### src/gate_pkg.sv
package gate_pkg;

	// Frame layout
	localparam int NONCE_BYTES = 8;
	localparam int WORD_BYTES = 8;

	// Local bus widths
	localparam int ADDR_W = 24;
	localparam int DATA_W = 32;

	// Register bank size and index width
	localparam int REG_COUNT = 16;
	localparam int REG_IDX_W = $clog2(REG_COUNT);

	// Reply FIFO sizing
	localparam int REPLY_FIFO_DEPTH = 32;
	localparam int FIFO_PTR_W = $clog2(REPLY_FIFO_DEPTH);
	// Input is throttled below this many free entries
	localparam int RX_HEADROOM = 16;

	// Read flag position inside the control byte
	localparam int CTL_READ_BIT = 4;

	// One byte from the remote host, last marks the frame end
	typedef struct packed {
		logic [7:0] data;
		logic last;
	} rx_beat_t;

	// One local bus request
	typedef struct packed {
		logic rd;
		logic [ADDR_W-1:0] addr;
		logic [DATA_W-1:0] wdata;
	} lb_req_t;

	// One reply byte back to the host
	typedef struct packed {
		logic [7:0] data;
		logic last;
	} reply_beat_t;

endpackage

### src/byte_counter.sv
`timescale 1ns/10ps

module byte_counter
	import gate_pkg::*;
(
	input logic clk,
	input logic rst_n,
	input logic accept,
	input logic frame_end,
	output logic [2:0] byte_idx,
	output logic word_full,
	output logic nonce_done
);

	// High in the cycle the 8th byte of a word is accepted
	assign word_full = accept && (byte_idx == 3'(WORD_BYTES - 1));

	always_ff @(posedge clk) begin
		if (!rst_n) begin
			byte_idx <= '0;
			nonce_done <= 1'b0;
		end else if (accept) begin
			if (frame_end) begin
				// Next frame starts with a fresh nonce
				byte_idx <= '0;
				nonce_done <= 1'b0;
			end else begin
				// Wraps modulo 8 by width
				byte_idx <= byte_idx + 3'd1;
				if (word_full)
					nonce_done <= 1'b1;
			end
		end
	end

endmodule

### src/frame_fsm.sv
`timescale 1ns/10ps

module frame_fsm
	import gate_pkg::*;
(
	input logic clk,
	input logic rst_n,
	input logic accept,
	input rx_beat_t rx_beat,
	input logic [2:0] byte_idx,
	input logic word_full,
	input logic nonce_done,
	output logic echo_we,
	output reply_beat_t echo_beat,
	output logic capture_en,
	output logic word_end,
	output logic frame_last
);

	typedef enum logic [1:0] {
		IDLE,
		NONCE,
		BODY,
		DISCARD
	} state_t;

	state_t state;
	state_t state_nxt;

	// Body bytes go to the bus driver, nonce bytes straight back
	assign capture_en = accept && nonce_done;
	assign word_end = capture_en && word_full && (state == BODY);

	always_comb begin
		state_nxt = state;
		if (accept && rx_beat.last) begin
			// Frame ends; a partial word is dropped through DISCARD
			state_nxt = word_full ? IDLE : DISCARD;
		end else if (accept) begin
			case (state)
				IDLE, DISCARD: state_nxt = NONCE;
				NONCE: state_nxt = word_full ? BODY : NONCE;
				default: state_nxt = BODY;
			endcase
		end else if (state == DISCARD) begin
			state_nxt = IDLE;
		end
	end

	always_ff @(posedge clk) begin
		if (!rst_n) begin
			state <= IDLE;
			echo_we <= 1'b0;
			frame_last <= 1'b0;
		end else begin
			state <= state_nxt;
			echo_we <= accept && !nonce_done;
			// Lines up with the bus strobe one cycle later
			frame_last <= word_end && rx_beat.last;
		end
	end

	// Echo payload, qualified by echo_we
	always_ff @(posedge clk) begin
		echo_beat.data <= rx_beat.data;
		// Last only when the nonce itself closes the frame
		echo_beat.last <= rx_beat.last && (byte_idx == 3'(NONCE_BYTES - 1));
	end

endmodule

### src/lb_driver.sv
`timescale 1ns/10ps

module lb_driver
	import gate_pkg::*;
(
	input logic clk,
	input logic rst_n,
	input logic capture_en,
	input rx_beat_t rx_beat,
	input logic word_end,
	output lb_req_t lb_req,
	output logic lb_strobe
);

	logic [8*WORD_BYTES-1:0] word_sr;
	logic [8*WORD_BYTES-1:0] word_nxt;
	lb_req_t req_dec;

	// Word including the byte accepted this cycle
	assign word_nxt = {word_sr[8*WORD_BYTES-9:0], rx_beat.data};

	// Control byte on top, then address, then write data
	always_comb begin
		req_dec.rd = word_nxt[8*(WORD_BYTES-1) + CTL_READ_BIT];
		req_dec.addr = word_nxt[DATA_W +: ADDR_W];
		req_dec.wdata = word_nxt[DATA_W-1:0];
	end

	// Body byte shift register
	always_ff @(posedge clk) begin
		if (capture_en)
			word_sr <= word_nxt;
	end

	// Request is held between strobes so the bus sees it stable
	always_ff @(posedge clk) begin
		if (!rst_n) begin
			lb_req <= '0;
			lb_strobe <= 1'b0;
		end else begin
			lb_strobe <= word_end;
			if (word_end)
				lb_req <= req_dec;
		end
	end

endmodule

### src/packet_gate_top.sv
`timescale 1ns/10ps

module packet_gate_top
	import gate_pkg::*;
(
	input logic clk,
	input logic rst_n,
	input logic rx_valid,
	output logic rx_ready,
	input rx_beat_t rx_beat,
	output logic tx_valid,
	input logic tx_ready,
	output reply_beat_t tx_beat
);

	logic accept;
	logic [2:0] byte_idx;
	logic word_full;
	logic nonce_done;
	logic echo_we;
	reply_beat_t echo_beat;
	logic capture_en;
	logic word_end;
	logic frame_last;
	lb_req_t lb_req;
	logic lb_strobe;
	logic [DATA_W-1:0] lb_rdata;
	logic ser_we;
	reply_beat_t ser_beat;
	logic fifo_we;
	reply_beat_t fifo_din;
	logic fifo_empty;
	logic [5:0] fifo_free;
	logic strobe_d;
	logic reply_busy;

	assign accept = rx_valid && rx_ready;

	// Bus strobe delayed to cover the serializer load cycle
	always_ff @(posedge clk) begin
		if (!rst_n)
			strobe_d <= 1'b0;
		else
			strobe_d <= lb_strobe;
	end

	// A reply is on its way into the FIFO
	assign reply_busy = lb_strobe || strobe_d || ser_we;

	// Headroom check, and no new nonce while the last reply still drains
	assign rx_ready = (fifo_free >= 6'(RX_HEADROOM)) && !(reply_busy && !nonce_done);

	// Echo and serializer own the write port at different times
	assign fifo_we = echo_we || ser_we;
	assign fifo_din = echo_we ? echo_beat : ser_beat;

	assign tx_valid = !fifo_empty;

	byte_counter u_byte_counter (
		.clk(clk),
		.rst_n(rst_n),
		.accept(accept),
		.frame_end(rx_beat.last),
		.byte_idx(byte_idx),
		.word_full(word_full),
		.nonce_done(nonce_done)
	);

	frame_fsm u_frame_fsm (
		.clk(clk),
		.rst_n(rst_n),
		.accept(accept),
		.rx_beat(rx_beat),
		.byte_idx(byte_idx),
		.word_full(word_full),
		.nonce_done(nonce_done),
		.echo_we(echo_we),
		.echo_beat(echo_beat),
		.capture_en(capture_en),
		.word_end(word_end),
		.frame_last(frame_last)
	);

	lb_driver u_lb_driver (
		.clk(clk),
		.rst_n(rst_n),
		.capture_en(capture_en),
		.rx_beat(rx_beat),
		.word_end(word_end),
		.lb_req(lb_req),
		.lb_strobe(lb_strobe)
	);

	reg_bank u_reg_bank (
		.clk(clk),
		.rst_n(rst_n),
		.lb_req(lb_req),
		.lb_strobe(lb_strobe),
		.lb_rdata(lb_rdata)
	);

	reply_serializer u_reply_serializer (
		.clk(clk),
		.rst_n(rst_n),
		.lb_strobe(lb_strobe),
		.lb_req(lb_req),
		.frame_last(frame_last),
		.lb_rdata(lb_rdata),
		.fifo_we(ser_we),
		.fifo_beat(ser_beat)
	);

	reply_fifo u_reply_fifo (
		.clk(clk),
		.rst_n(rst_n),
		.we(fifo_we),
		.din(fifo_din),
		.re(tx_valid && tx_ready),
		.dout(tx_beat),
		.empty(fifo_empty),
		.free(fifo_free)
	);

endmodule

### src/reg_bank.sv
`timescale 1ns/10ps

module reg_bank
	import gate_pkg::*;
(
	input logic clk,
	input logic rst_n,
	input lb_req_t lb_req,
	input logic lb_strobe,
	output logic [DATA_W-1:0] lb_rdata
);

	logic [DATA_W-1:0] regs [REG_COUNT];
	logic in_range;
	logic [REG_IDX_W-1:0] idx;

	// Upper address bits must be zero to hit the bank
	assign in_range = lb_req.addr < ADDR_W'(REG_COUNT);
	assign idx = lb_req.addr[REG_IDX_W-1:0];

	always_ff @(posedge clk) begin
		if (!rst_n) begin
			for (int i = 0; i < REG_COUNT; i++)
				regs[i] <= '0;
		end else if (lb_strobe && !lb_req.rd && in_range) begin
			regs[idx] <= lb_req.wdata;
		end
	end

	// Combinational read, out of range reads zero
	assign lb_rdata = in_range ? regs[idx] : '0;

endmodule

### src/reply_fifo.sv
`timescale 1ns/10ps

module reply_fifo
	import gate_pkg::*;
(
	input logic clk,
	input logic rst_n,
	input logic we,
	input reply_beat_t din,
	input logic re,
	output reply_beat_t dout,
	output logic empty,
	output logic [5:0] free
);

	reply_beat_t mem [REPLY_FIFO_DEPTH];
	logic [FIFO_PTR_W-1:0] wr_ptr;
	logic [FIFO_PTR_W-1:0] rd_ptr;
	logic [FIFO_PTR_W:0] count;
	logic do_we;
	logic do_re;

	// Writes to a full FIFO and reads from an empty one are ignored
	assign do_we = we && (count != (FIFO_PTR_W+1)'(REPLY_FIFO_DEPTH));
	assign do_re = re && (count != '0);

	always_ff @(posedge clk) begin
		if (do_we)
			mem[wr_ptr] <= din;
	end

	always_ff @(posedge clk) begin
		if (!rst_n) begin
			wr_ptr <= '0;
			rd_ptr <= '0;
			count <= '0;
		end else begin
			// Pointers wrap by width
			if (do_we)
				wr_ptr <= wr_ptr + 1'b1;
			if (do_re)
				rd_ptr <= rd_ptr + 1'b1;
			case ({do_we, do_re})
				2'b10: count <= count + 1'b1;
				2'b01: count <= count - 1'b1;
				default: count <= count;
			endcase
		end
	end

	// Fall-through head
	assign dout = mem[rd_ptr];
	assign empty = (count == '0);
	assign free = 6'(REPLY_FIFO_DEPTH) - 6'(count);

endmodule

### src/reply_serializer.sv
`timescale 1ns/10ps

module reply_serializer
	import gate_pkg::*;
(
	input logic clk,
	input logic rst_n,
	input logic lb_strobe,
	input lb_req_t lb_req,
	input logic frame_last,
	input logic [DATA_W-1:0] lb_rdata,
	output logic fifo_we,
	output reply_beat_t fifo_beat
);

	logic load_pend;
	logic last_pend;
	logic last_q;
	logic [3:0] cnt;
	logic [8*WORD_BYTES-1:0] sr;
	logic [7:0] ctl_byte;

	// Control byte rebuilt from the read flag
	always_comb begin
		ctl_byte = '0;
		ctl_byte[CTL_READ_BIT] = lb_req.rd;
	end

	// Bytes still to write, most significant first
	assign fifo_we = (cnt != '0);
	assign fifo_beat.data = sr[8*WORD_BYTES-1 -: 8];
	assign fifo_beat.last = last_q && (cnt == 4'd1);

	always_ff @(posedge clk) begin
		if (!rst_n) begin
			load_pend <= 1'b0;
			last_pend <= 1'b0;
			last_q <= 1'b0;
			cnt <= '0;
		end else begin
			// Wait one cycle so the bank shows the written value
			load_pend <= lb_strobe;
			if (lb_strobe)
				last_pend <= frame_last;
			if (load_pend) begin
				// A new reply may start on the last byte of the previous one
				cnt <= 4'(WORD_BYTES);
				last_q <= last_pend;
			end else if (fifo_we) begin
				cnt <= cnt - 4'd1;
			end
		end
	end

	always_ff @(posedge clk) begin
		if (load_pend)
			sr <= {ctl_byte, lb_req.addr, lb_rdata};
		else if (fifo_we)
			sr <= {sr[8*WORD_BYTES-9:0], 8'h00};
	end

endmodule

### config.mk
export PLATFORM = sky130hd
export DESIGN_NAME = packet_gate_top
export DESIGN_NICKNAME = d
export VERILOG_FILES = /design/src/gate_pkg.sv /design/src/byte_counter.sv /design/src/frame_fsm.sv /design/src/lb_driver.sv /design/src/packet_gate_top.sv /design/src/reg_bank.sv /design/src/reply_fifo.sv /design/src/reply_serializer.sv
export SDC_FILE = /design/constraint.sdc
export NUM_CORES = 1
export LEC_CHECK = 0
export BUFFER_PORTS_ARGS = -buffer_cell sky130_fd_sc_hd__buf_2
export CORE_MARGIN = 8
export CORE_UTILIZATION = 56
export CTS_BUF_LIST = sky130_fd_sc_hd__clkbuf_4 sky130_fd_sc_hd__clkbuf_8
export CTS_CLUSTER_SIZE = 14
export DETAILED_ROUTE_END_ITERATION = 12
export PLACE_DENSITY = 0.71
export SLEW_MARGIN = 20
export SYNTH_ARGS = -nofsm -noshare
export SYNTH_HDL_FRONTEND = slang
export SYNTH_SLANG_ARGS = --single-unit
### constraint.sdc
create_clock -name clk -period 7.05 [get_ports clk]
set_input_delay 1.41 -clock clk [delete_from_list [all_inputs] [get_ports clk]]
set_output_delay 1.41 -clock clk [all_outputs]
set_load 0.02 [all_outputs]
==> metrics.txt <==
initial antenna violation count=2; RSZ-0062 raised after global routing=no; PortBufs=23; residual DRC count=0; Final Cycle Share=73.67%; crit start category=flop; worst rel slew slack=21.72%; PwrDens=316.3 nW/um^2; I/O Pins=24; Slew @ Worst Pin=1.174 ns; FF-to-FF setup slack=2.68 ns; Max Cap Viol=0; ys async rst share=0%; DIE AREA=83770 um^2; Via Count=23.91k; Worst-path clk slew=0.06 ns; 1st-pass router iterations=5; share of cells above drive strength 1=21.82%; outcome=finished clean; critical path arrival=3.78 ns; standard-cell rows=100; Synth top cells by count=906 x edfxtp_1, 561 x nor2_1, 324 x nand2_1; Leak=14.21 nW; endpoints failing setup=0; Peak supply drop=0.2183 mV; HP Start=u_lb_driver.word_sr[10]; post_cts resized=0; Ys Warns=0; Starting DRT DRC Count=2511; Routed WL=97970 um; hold_buf cts=0; count of final hold-check violations=0; postcts setup bufs=0; Worst R2R End=u_reg_bank.regs[12][14]; post-route setup TNS=0 ns; worst min path class=flop to flop; DRT antenna net count=0; Worst Reg2Reg Path Length in Cells=6; Initial Util=56.43%; Avg Inst Size Synth=15.23 um^2; Final #Nets=2818; first-pass GRT wire length=147200 um; Post-synth EDFFs=906; placed cell count=3598; Seq cells post-synth=1020; Sink Count=1020; Cells after Synth=2749; sequential area share after synthesis=70.43%; CTS buffer count=159; Setup CP Type=flop to output pin; post-synth cell types=60; Max Slew Vio Count=0; end point of the worst hold path=u_lb_driver.word_sr[18]; Routability Congestion=0.8578; clk_lat worst skew=0.83 ns; top cells by area, synth=edfxtp_1 65%, mux4_2 12%, dfxtp_1 5.5%, nor2_1 5.0%, nand2_1 2.9%; Post-DP HPWL=60220 um; Worst Hold Depth=0; routed vias/inst=6.151; vias in the first global route=24.23k; H-tree depth=4; total core area=74200 um^2; Die Ht=289.4 um; main flop type after synthesis=edfxtp_1; Net Count, Synth=2777; grt peak-use layer=met2; RR Startpoint=u_lb_driver.lb_req[36]; Global Route met3 Usage=5.583%; grt met2 use=39.51%; Final Skew=0.04679 ns; largest net degree at the start of global routing=85; Die W=289.4 um; most common cell in the synthesized netlist=edfxtp_1; clock root cell=clkbuf_8; mapped cell area=41870 um^2; met1 usage=30.55%; fin crit period=5.193 ns; Final Non-Filler Cells=3887; Worst Path Required=5.64 ns; GR Overflow Total=0; WL per Instance=25.20 um; post-synth top area share=64.98%; CP Capture Type=output pin; Total GRT Usage=23.75%; clk buf depth=3; P&R area growth vs syn=10.80%; CTS tree=done; maximum fanout along the worst path=39; area leader, netlist=edfxtp_1; fmax=0.1926 GHz
[cell usage in the layout (no fill, tap or decap), drive strengths merged, types with 3 or more instances in the layout]
master and count:
diode 3, nor4 6, nand4 5, edfxtp 906, mux2i 32, a21oi 37
nand3 6, clkbuf 234, xnor2 8, or3 4, and3 12, a21o 3
a22o 24, or2 3, inv 23, o21a 3, dfxtp 114, and2 16
nor2b 34, nor3b 3, a31oi 3, o21ai 44, ha 15, clkinv 38
nand2b 9, buf 71, bufinv 3, nor2 561, a211oi 28, nor4b 3
a21boi 61, mux2 17, mux4 226, nand2 332, nand3b 9
[worst max-delay path by stage]
stage          start                       to  slack, ns
3_3_place_gp   rst_n  u_reg_bank.regs[12][31]       1.92
2_1_floorplan  rst_n   u_reg_bank.regs[14][0]       2.03
6_report        flop               tx_beat[7]       1.86
3_5_place_dp   rst_n  u_reg_bank.regs[12][11]       1.82
5_1_grt         flop               tx_beat[4]       1.74
4_1_cts         flop               tx_beat[7]       1.78
[metal layers]
| metal | up-vias | share of wire (%) |
|---|---|---|
| li1 | 10330 | - |
| met1 | 12240 | 38 |
| met2 | 1164 | 50 |
| met5 | - | 0 |
| met3 | 177 | 8.6 |
| met4 | 0 | 2.8 |
[cell type report]
type                       count  area, um^2
antenna                        3       7.507
clock buffer                 234        2826
clock inverter                52       424.2
fill                        5343       27810
inverter                      14       52.55
multi-input combinational   1524       11760
sequential                  1020       29510
tap                          969        1212
timing repair buffer          71       598.1
[registers in the layout, indices dropped and copies added, names as in the netlist, 6 cells and up, named ones only]
| name | count |
|---|---|
| u_frame_fsm.echo_beat | 9 |
| u_lb_driver.lb_req | 57 |
| u_lb_driver.word_sr | 49 |
| u_reg_bank.regs | 512 |
| u_reply_fifo.count | 6 |
| u_reply_fifo.mem | 288 |
| u_reply_serializer.sr | 64 |
[report_power, final]
part / switching [mW] / internal [mW] / total [mW]
logic: 1.28 / 0.755 / 2.04
registers: 0.232 / 7.39 / 7.62
clock network: 2.30 / 2.71 / 5.01
total: 3.82 / 10.9 / 14.7
[cell families (layout without fill, tap and decap cells)]
family                     Yosys count  in the layout  share of synthesized area (%)
AOI/OAI and AO/OA                  214            214                          3.544
xor gates and xnor gates            10             10                         0.2092
adders and majority gates           15             15                         0.4482
buffers and inverters              205            371                          2.077
DFF                               1020           1020                          70.43
muxes                              275            275                          13.39
other                                0              3                              0
and+or+nand+nor                   1010           1010                          9.906
[per-stage QoR]
step           cell area, um^2  power, mW  util (%)  hold slack (ns)  setup slack [ns]
3_3_place_gp             42980      9.686     57.93           0.4298             1.922
4_1_cts                  46380      14.77     62.51           0.4351             1.784
5_1_grt                  46390      15.19     62.52           0.4393             1.745
3_5_place_dp             43130      9.794     58.13           0.4351             1.816
2_1_floorplan            41870      9.068         -           0.4262             2.026
6_report                 46390      14.67     62.52           0.4395             1.857
[critical path, stage by stage, from the launching register on]
cell	delay, ns
dfxtp_2	0.90
buf_4	0.61
mux4_2	0.42
mux4_2	0.53
mux2_2	0.31
buf_2	0.16
(Power assumes the default switching activity.)
